`src/verilog/video_pkg.sv`:
```
package video_pkg;

    // ~~~~~~~~~~~~~~~~~~~~~~~~~~~~~~~~~~~~~~~~~~~~~~~~~~~~~~~~~~~~
    // Pixel format
    // ~~~~~~~~~~~~~~~~~~~~~~~~~~~~~~~~~~~~~~~~~~~~~~~~~~~~~~~~~~~~

    // One RGB444 pixel, red in the top nibble.
    typedef struct packed {
        logic [3:0] r;
        logic [3:0] g;
        logic [3:0] b;
    } pixel_t;

    // ~~~~~~~~~~~~~~~~~~~~~~~~~~~~~~~~~~~~~~~~~~~~~~~~~~~~~~~~~~~~
    // Default raster timing, 640x480 at 60 Hz
    // ~~~~~~~~~~~~~~~~~~~~~~~~~~~~~~~~~~~~~~~~~~~~~~~~~~~~~~~~~~~~

    localparam int DEF_H_ACTIVE = 640;
    localparam int DEF_H_FRONT  = 16;
    localparam int DEF_H_SYNC   = 96;
    localparam int DEF_H_BACK   = 48;  // Total of 800 clocks per line.

    localparam int DEF_V_ACTIVE = 480;
    localparam int DEF_V_FRONT  = 10;
    localparam int DEF_V_SYNC   = 2;
    localparam int DEF_V_BACK   = 33;  // Total of 525 lines per frame.

    // ~~~~~~~~~~~~~~~~~~~~~~~~~~~~~~~~~~~~~~~~~~~~~~~~~~~~~~~~~~~~
    // Sizes
    // ~~~~~~~~~~~~~~~~~~~~~~~~~~~~~~~~~~~~~~~~~~~~~~~~~~~~~~~~~~~~

    // Number of pixels the buffer can hold. It is also the number of
    // credits handed out after reset.
    localparam int DEF_BUF_DEPTH = 8;

    // Wide enough for both raster counters at the default mode.
    localparam int CNT_W = 10;

endpackage
```
`src/verilog/video_top.sv`:
```
`timescale 1ns/1ns

module video_top #(
    parameter int H_ACTIVE  = video_pkg::DEF_H_ACTIVE,
    parameter int H_FRONT   = video_pkg::DEF_H_FRONT,
    parameter int H_SYNC    = video_pkg::DEF_H_SYNC,
    parameter int H_BACK    = video_pkg::DEF_H_BACK,
    parameter int V_ACTIVE  = video_pkg::DEF_V_ACTIVE,
    parameter int V_FRONT   = video_pkg::DEF_V_FRONT,
    parameter int V_SYNC    = video_pkg::DEF_V_SYNC,
    parameter int V_BACK    = video_pkg::DEF_V_BACK,
    parameter int BUF_DEPTH = video_pkg::DEF_BUF_DEPTH
) (
    input  logic              clk,
    input  logic              rst,
    input  logic              px_valid,
    input  video_pkg::pixel_t px_data,
    output logic              px_credit,
    output logic [3:0]        vga_r,
    output logic [3:0]        vga_g,
    output logic [3:0]        vga_b,
    output logic              vga_hsync,
    output logic              vga_vsync,
    output logic [15:0]       underrun_count
);

    import video_pkg::*;

    logic   pixel_active;
    logic   hsync_d;
    logic   vsync_d;
    logic   buf_pop;
    logic   buf_empty;
    logic   show_pixel;
    pixel_t head;

    video_timing #(
        .H_ACTIVE (H_ACTIVE),
        .H_FRONT  (H_FRONT),
        .H_SYNC   (H_SYNC),
        .H_BACK   (H_BACK),
        .V_ACTIVE (V_ACTIVE),
        .V_FRONT  (V_FRONT),
        .V_SYNC   (V_SYNC),
        .V_BACK   (V_BACK)
    ) i_timing (
        .clk          (clk),
        .rst          (rst),
        .pixel_active (pixel_active),
        .hsync_d      (hsync_d),
        .vsync_d      (vsync_d)
    );

    // The source only writes with a credit in hand, so the write port
    // takes the stream directly.
    pixel_buffer #(
        .BUF_DEPTH (BUF_DEPTH)
    ) i_buffer (
        .clk     (clk),
        .rst     (rst),
        .wr_en   (px_valid),
        .wr_data (px_data),
        .rd_en   (buf_pop),
        .head    (head),
        .empty   (buf_empty)
    );

    video_ctrl #(
        .BUF_DEPTH (BUF_DEPTH)
    ) i_ctrl (
        .clk            (clk),
        .rst            (rst),
        .pixel_active   (pixel_active),
        .buf_empty      (buf_empty),
        .buf_pop        (buf_pop),
        .show_pixel     (show_pixel),
        .px_credit      (px_credit),
        .underrun_count (underrun_count)
    );

    pixel_out i_out (
        .clk        (clk),
        .rst        (rst),
        .show_pixel (show_pixel),
        .hsync_d    (hsync_d),
        .vsync_d    (vsync_d),
        .head       (head),
        .vga_r      (vga_r),
        .vga_g      (vga_g),
        .vga_b      (vga_b),
        .vga_hsync  (vga_hsync),
        .vga_vsync  (vga_vsync)
    );

endmodule

```
`src/verilog/pixel_out.sv`:
```
`timescale 1ns/1ns

module pixel_out (
    input  logic              clk,
    input  logic              rst,
    input  logic              show_pixel,
    input  logic              hsync_d,
    input  logic              vsync_d,
    input  video_pkg::pixel_t head,
    output logic [3:0]        vga_r,
    output logic [3:0]        vga_g,
    output logic [3:0]        vga_b,
    output logic              vga_hsync,
    output logic              vga_vsync
);

    // ~~~~~~~~~~~~~~~~~~~~~~~~~~~~~~~~~~~~~~~~~~~~~~~~~~~~~~~~~~~~
    // Output registers
    // ~~~~~~~~~~~~~~~~~~~~~~~~~~~~~~~~~~~~~~~~~~~~~~~~~~~~~~~~~~~~

    // The colour and syncs leave one clock after the counter state
    // they belong to, so they stay aligned at the connector.
    always_ff @(posedge clk or posedge rst) begin
        if (rst) begin
            vga_r     <= 4'd0;
            vga_g     <= 4'd0;
            vga_b     <= 4'd0;
            vga_hsync <= 1'b0;
            vga_vsync <= 1'b0;
        end else begin
            if (show_pixel) begin
                vga_r <= head.r;
                vga_g <= head.g;
                vga_b <= head.b;
            end else begin
                // Blanking and underruns both come out black.
                vga_r <= 4'd0;
                vga_g <= 4'd0;
                vga_b <= 4'd0;
            end
            vga_hsync <= hsync_d;  // Active high.
            vga_vsync <= vsync_d;
        end
    end

endmodule

```
`src/verilog/video_ctrl.sv`:
```
`timescale 1ns/1ns

module video_ctrl #(
    parameter int BUF_DEPTH = video_pkg::DEF_BUF_DEPTH
) (
    input  logic        clk,
    input  logic        rst,
    input  logic        pixel_active,
    input  logic        buf_empty,
    output logic        buf_pop,
    output logic        show_pixel,
    output logic        px_credit,
    output logic [15:0] underrun_count
);

    localparam int OWED_W = $clog2(BUF_DEPTH + 1);

    logic [OWED_W-1:0] owed;
    logic [OWED_W:0]   avail;
    logic              give;
    logic              underrun_hit;

    // ~~~~~~~~~~~~~~~~~~~~~~~~~~~~~~~~~~~~~~~~~~~~~~~~~~~~~~~~~~~~
    // Pop decision
    // ~~~~~~~~~~~~~~~~~~~~~~~~~~~~~~~~~~~~~~~~~~~~~~~~~~~~~~~~~~~~

    // Every active position consumes one pixel if there is one.
    assign buf_pop      = pixel_active && !buf_empty;
    assign show_pixel   = buf_pop;
    assign underrun_hit = pixel_active && buf_empty;

    // ~~~~~~~~~~~~~~~~~~~~~~~~~~~~~~~~~~~~~~~~~~~~~~~~~~~~~~~~~~~~
    // Credits
    // ~~~~~~~~~~~~~~~~~~~~~~~~~~~~~~~~~~~~~~~~~~~~~~~~~~~~~~~~~~~~

    // The countdown starts at the buffer depth and hands out one credit
    // per cycle. A pop adds one, so a pop that lands inside the initial
    // burst stretches the burst instead of being lost. Once the countdown
    // is spent, each pop comes back as a credit on the next cycle.
    assign avail = {1'b0, owed} + {{OWED_W{1'b0}}, buf_pop};
    assign give  = (avail != '0);

    always_ff @(posedge clk or posedge rst) begin
        if (rst) begin
            owed      <= OWED_W'(BUF_DEPTH);
            px_credit <= 1'b0;
        end else begin
            px_credit <= give;
            owed      <= give ? OWED_W'(avail - 1'b1) : '0;
        end
    end

    // ~~~~~~~~~~~~~~~~~~~~~~~~~~~~~~~~~~~~~~~~~~~~~~~~~~~~~~~~~~~~
    // Underrun statistics
    // ~~~~~~~~~~~~~~~~~~~~~~~~~~~~~~~~~~~~~~~~~~~~~~~~~~~~~~~~~~~~

    always_ff @(posedge clk or posedge rst) begin
        if (rst) begin
            underrun_count <= '0;
        end else if (underrun_hit && (underrun_count != 16'hffff)) begin
            underrun_count <= underrun_count + 1'b1;  // Sticks at all ones.
        end
    end

endmodule

```
`src/verilog/pixel_buffer.sv`:
```
`timescale 1ns/1ns

module pixel_buffer #(
    parameter int BUF_DEPTH = video_pkg::DEF_BUF_DEPTH
) (
    input  logic              clk,
    input  logic              rst,
    input  logic              wr_en,
    input  video_pkg::pixel_t wr_data,
    input  logic              rd_en,
    output video_pkg::pixel_t head,
    output logic              empty
);

    import video_pkg::*;

    localparam int PTR_W = (BUF_DEPTH > 1) ? $clog2(BUF_DEPTH) : 1;
    localparam int OCC_W = $clog2(BUF_DEPTH + 1);
    localparam logic [PTR_W-1:0] LAST_SLOT = PTR_W'(BUF_DEPTH - 1);

    pixel_t           mem [BUF_DEPTH];
    logic [PTR_W-1:0] wr_ptr;
    logic [PTR_W-1:0] rd_ptr;
    logic [OCC_W-1:0] occ;

    always_ff @(posedge clk) begin
        if (wr_en) begin
            mem[wr_ptr] <= wr_data;
        end
    end

    // Pointers wrap at the depth, which need not be a power of two.
    always_ff @(posedge clk or posedge rst) begin
        if (rst) begin
            wr_ptr <= '0;
            rd_ptr <= '0;
            occ    <= '0;
        end else begin
            if (wr_en) begin
                wr_ptr <= (wr_ptr == LAST_SLOT) ? '0 : wr_ptr + 1'b1;
            end
            if (rd_en) begin
                rd_ptr <= (rd_ptr == LAST_SLOT) ? '0 : rd_ptr + 1'b1;
            end
            case ({wr_en, rd_en})
                2'b10:   occ <= occ + 1'b1;
                2'b01:   occ <= occ - 1'b1;
                default: occ <= occ;  // Both or neither.
            endcase
        end
    end

    // Oldest entry falls through, so a pop takes it in the same cycle.
    assign head  = mem[rd_ptr];
    assign empty = (occ == '0);

endmodule

```
`src/verilog/video_timing.sv`:
```
`timescale 1ns/1ns

module video_timing #(
    parameter int H_ACTIVE = video_pkg::DEF_H_ACTIVE,
    parameter int H_FRONT  = video_pkg::DEF_H_FRONT,
    parameter int H_SYNC   = video_pkg::DEF_H_SYNC,
    parameter int H_BACK   = video_pkg::DEF_H_BACK,
    parameter int V_ACTIVE = video_pkg::DEF_V_ACTIVE,
    parameter int V_FRONT  = video_pkg::DEF_V_FRONT,
    parameter int V_SYNC   = video_pkg::DEF_V_SYNC,
    parameter int V_BACK   = video_pkg::DEF_V_BACK
) (
    input  logic clk,
    input  logic rst,
    output logic pixel_active,
    output logic hsync_d,
    output logic vsync_d
);

    import video_pkg::*;

    localparam int H_TOTAL = H_ACTIVE + H_FRONT + H_SYNC + H_BACK;
    localparam int V_TOTAL = V_ACTIVE + V_FRONT + V_SYNC + V_BACK;

    // Window bounds, sized to the counters.
    localparam logic [CNT_W-1:0] H_END        = CNT_W'(H_ACTIVE);
    localparam logic [CNT_W-1:0] H_SYNC_START = CNT_W'(H_ACTIVE + H_FRONT);
    localparam logic [CNT_W-1:0] H_SYNC_END   = CNT_W'(H_ACTIVE + H_FRONT + H_SYNC);
    localparam logic [CNT_W-1:0] H_LAST       = CNT_W'(H_TOTAL - 1);
    localparam logic [CNT_W-1:0] V_END        = CNT_W'(V_ACTIVE);
    localparam logic [CNT_W-1:0] V_SYNC_START = CNT_W'(V_ACTIVE + V_FRONT);
    localparam logic [CNT_W-1:0] V_SYNC_END   = CNT_W'(V_ACTIVE + V_FRONT + V_SYNC);
    localparam logic [CNT_W-1:0] V_LAST       = CNT_W'(V_TOTAL - 1);

    logic [CNT_W-1:0] h_cnt;
    logic [CNT_W-1:0] v_cnt;
    logic             h_last;
    logic             v_last;

    assign h_last = (h_cnt == H_LAST);  // Last clock of a line.
    assign v_last = (v_cnt == V_LAST);  // Last line of a frame.

    always_ff @(posedge clk or posedge rst) begin
        if (rst) begin
            h_cnt <= '0;
            v_cnt <= '0;
        end else begin
            h_cnt <= h_last ? '0 : h_cnt + 1'b1;
            if (h_last) begin
                v_cnt <= v_last ? '0 : v_cnt + 1'b1;
            end
        end
    end

    // ~~~~~~~~~~~~~~~~~~~~~~~~~~~~~~~~~~~~~~~~~~~~~~~~~~~~~~~~~~~~
    // Decodes, registered downstream
    // ~~~~~~~~~~~~~~~~~~~~~~~~~~~~~~~~~~~~~~~~~~~~~~~~~~~~~~~~~~~~

    assign pixel_active = (h_cnt < H_END) && (v_cnt < V_END);
    assign hsync_d      = (h_cnt >= H_SYNC_START) && (h_cnt < H_SYNC_END);
    assign vsync_d      = (v_cnt >= V_SYNC_START) && (v_cnt < V_SYNC_END);

endmodule

```
`config.mk`:
```
export PLATFORM = sky130hd
export DESIGN_NAME = video_top
export DESIGN_NICKNAME = d
export VERILOG_FILES = /design/src/verilog/video_pkg.sv /design/src/verilog/video_top.sv /design/src/verilog/pixel_out.sv /design/src/verilog/video_ctrl.sv /design/src/verilog/pixel_buffer.sv /design/src/verilog/video_timing.sv
export SDC_FILE = /design/constraint.sdc
export NUM_CORES = 1
export LEC_CHECK = 0
export BUFFER_PORTS_ARGS = -buffer_cell sky130_fd_sc_hd__buf_2
export CORE_UTILIZATION = 60
export DETAILED_ROUTE_END_ITERATION = 12
export PLACE_DENSITY_LB_ADDON = 0.2
export SETUP_SLACK_MARGIN = 0.2
export SLEW_MARGIN = 15
export SYNTH_ARGS = -nofsm -noshare
export SYNTH_HDL_FRONTEND = slang
export SYNTH_SLANG_ARGS = --single-unit
```
`constraint.sdc`:
```
create_clock -name clk -period 3.55 [get_ports clk]
set_input_delay 0.355 -clock clk [delete_from_list [all_inputs] [get_ports clk]]
set_output_delay 0.355 -clock clk [all_outputs]
set_load 0.01 [all_outputs]
```
==> results.sh <==
export IMPL_drt_wl_total_um=12500
export IMPL_cts_inserted_buffers=17
export IMPL_crit_type="reg -> reg"
export IMPL_slew_headroom=0.362
export IMPL_start_util=0.620
export IMPL_leakagePower_uw=0.00319
export IMPL_htree_levels=4
export IMPL_worst_slew_pin_slew_ns=0.956
export IMPL_yosysUniqueCellTypes=54
export IMPL_p_per_area_nw_per_um2=753
export IMPL_startpoint="i_buffer.occ[0]"
export IMPL_hp_class="in -> async"
export IMPL_synth_seq_cells=161
export IMPL_syn_inst=442
export IMPL_grt_overflow_total=0
export IMPL_core_sq_um=10900
export IMPL_cp_start_kind="flop"
export IMPL_ios=46
export IMPL_fin_crit_sh=0.811
export IMPL_path_max_fanout=4
export IMPL_endpoint_kind="flop"
export IMPL_skew_ns=0.00914
export IMPL_drc=0
export IMPL_timing_hold_ws_ns=0.154
export IMPL_finalNetCount=537
export IMPL_die_h_um=108
export IMPL_avgRoutedWirePerCell_um=19.0
export IMPL_async_flop_share=0.404
export IMPL_vias=3839
export IMPL_grt_max_degree=44
export IMPL_dp_final_hpwl_um=7450
export IMPL_final_core_util=0.716
export IMPL_cts_num_sinks=161
export IMPL_drt_iter0_drc=235
export IMPL_rsz0062_at_grt="false"
export IMPL_critPathArrivalTime_ns=3.22
export IMPL_syn_cell_area_sq_um=6780
export IMPL_rows=38
export IMPL_seq_area_frac_synth=0.665
export IMPL_irDropWorstVdd_mv=0.540
export IMPL_final_max_slew_viol_count=0
export IMPL_layout_drive_gt1_share=0.244
export IMPL_clkTransAtPathRegs_ns=0.06
export IMPL_antenna_found_initial=0
export IMPL_final_hold_violation_count=0
export IMPL_diodes=0
export IMPL_synth_top_area_cell="edfxtp_1"
export IMPL_via_per_inst=5.84
export IMPL_rrSetupSlack_ns=0.67
export IMPL_die_area_sq_um=11700
export IMPL_cts_setup_buffers=0
export IMPL_cts_tree="done"
export IMPL_area_growth_pct=15.4
export IMPL_timing_rr_end="i_ctrl.owed[3]"
export IMPL_yosysWarnings=0
export IMPL_die_w_um=108
export IMPL_ys_flop_type="edfxtp_1"
export IMPL_setup_tns_ns=0
export IMPL_fmaxAchievable_mhz=347
export IMPL_p_total_uw=5890
export IMPL_setup_viol=0
export IMPL_netlist_top_cells_area="edfxtp_1, dfrtp_1, mux4_2"
export IMPL_syn_avg_cell_area_sq_um=15.3
export IMPL_clock_root_buffer="clkbuf_16"
export IMPL_grt_pass1_vias=3876
export IMPL_grt_usage=0.238
export IMPL_min_period_ns=2.88
export IMPL_synth_top_area_share=0.425
export IMPL_timing_rr_start="i_buffer.occ[0]"
export IMPL_clock_latency_ns=0.42
export IMPL_max_cap_violations=0
export IMPL_place_area_sq_um=7230
export IMPL_place_congestion=0.823
export IMPL_dr_pass1_iters=4
export IMPL_ctsHoldBuffers=0
export IMPL_clockBufferDepth=2
export IMPL_ff2ff_path_depth=11
export IMPL_cp_endpoint="i_ctrl.owed[3]"
export IMPL_critical_path_required_ns=3.89
export IMPL_synth_nets=474
export IMPL_cts_resized_gates=0
export IMPL_stdcell_area_sq_um=7830
export IMPL_grt_pass1_wl_um=20000
export IMPL_synth_edf_count=96
export IMPL_ant_nets=0
export IMPL_status="complete, no violations"
export IMPL_portBuffers=45
sequential cells by signal, summed over array words and instances (netlist names):
register,count
i_out.vga_hsync,1
i_timing.h_cnt,10
i_out.vga_g,4
i_ctrl.owed,4
i_buffer.occ,4
i_ctrl.underrun_count,16
i_buffer.wr_ptr,3
i_ctrl.px_credit,1
i_buffer.rd_ptr,3
i_timing.v_cnt,10
i_out.vga_r,4
i_out.vga_b,4
i_out.vga_vsync,1
i_buffer.mem,96
worst min-delay path by stage:
stage                          to  slack (ns)  depth (start not counted)
6_report         i_ctrl.px_credit        0.15                          2
2_1_floorplan     i_buffer.occ[3]        0.45                          1
3_3_place_gp      i_buffer.occ[3]        0.47                          1
5_1_grt        i_buffer.mem[0][2]        0.20                          1
3_5_place_dp      i_buffer.occ[3]        0.50                          1
4_1_cts        i_buffer.mem[7][2]        0.19                          1
metal layers:
metal,vias to the layer above,global-route usage,wire [um]
li1,1795,-,-
met1,1956,0.307,5580
met2,71,0.402,6340
met3,17,0.0506,365
met4,0,0.0869,176
met5,-,0,0
area by class of cell:
cell class / instances / area [sq um]
Sequential cell: 161 / 4510
Fill cell: 704 / 3110
Multi-Input combinational cell: 249 / 2150
Clock buffer: 19 / 443
Timing Repair Buffer: 59 / 330
Tap cell: 140 / 175
Clock inverter: 12 / 155
Inverter: 17 / 63.8
synth_stat cells, types with 2 or more instances:
cell / count
a21oi_1: 5
a21o_1: 2
or3_1: 2
and3_1: 7
o31ai_1: 2
mux4_2: 24
a2111oi_2: 3
and4_1: 3
nand3_1: 16
nand4_1: 8
ha_1: 16
mux2i_1: 15
nand2b_1: 3
xor2_1: 18
edfxtp_1: 96
buf_2: 2
o21ai_1: 2
nor3_1: 7
mux2_1: 3
nor2_1: 39
xnor2_1: 12
a211oi_1: 3
nand2_1: 18
mux2_2: 2
nor4_2: 2
clkbuf_1: 10
nor4_1: 4
buf_1: 2
inv_1: 17
dfrtp_1: 64
o21ai_0: 11
a22oi_1: 2
critical path, stage by stage, from the launching register on:
cell	delay, ns
dfrtp_1	0.41
or4_4	0.55
nand4b_1	0.14
inv_1	0.08
ha_1	0.23
ha_1	0.33
inv_1	0.08
ha_1	0.21
or4_1	0.39
a21oi_1	0.16
nor2_1	0.05
a22oi_1	0.15
cells in the final DEF, fill, tap and decap left out, drive strengths merged, types with 3 or more instances in the layout:
cell | synthesis | routed
nand3 | 16 | 16
edfxtp | 96 | 96
clkbuf | 10 | 19
nand4 | 8 | 8
dfrtp | 64 | 64
and3 | 7 | 7
mux2 | 5 | 5
buf | 5 | 59
xor2 | 18 | 18
nand2 | 18 | 18
a2111oi | 4 | 4
nor3 | 7 | 7
nand2b | 3 | 3
a21oi | 5 | 5
inv | 17 | 20
nor4 | 6 | 6
ha | 16 | 16
mux4 | 24 | 24
o21ai | 13 | 13
nor2 | 39 | 39
mux2i | 15 | 15
xnor2 | 12 | 12
a211oi | 3 | 3
and4 | 3 | 3
bufinv | 0 | 3
clkinv | 0 | 4
logic make-up after synthesis:
logic type / share of synthesized area
flip-flops: 0.665
AND/OR/NAND/NOR: 0.0982
multiplexers: 0.110
AO/OA/AOI/OAI: 0.0362
buffers and inverters: 0.0192
XOR/XNOR: 0.0387
adder cells (fa/ha/maj): 0.0325
through the flow:
stage	instances	setup slack [ns]
after floorplan	442	0.389
after global placement	626	0.755
after detailed placement	626	0.669
after CTS	657	0.670
after global routing	657	0.549
final	657	0.670
power by group:
part           switching, uW  internal (uW)
clock network            721           1120
registers                252           2320
logic                    749            725
Note: power is estimated with default switching activity, not from simulation.
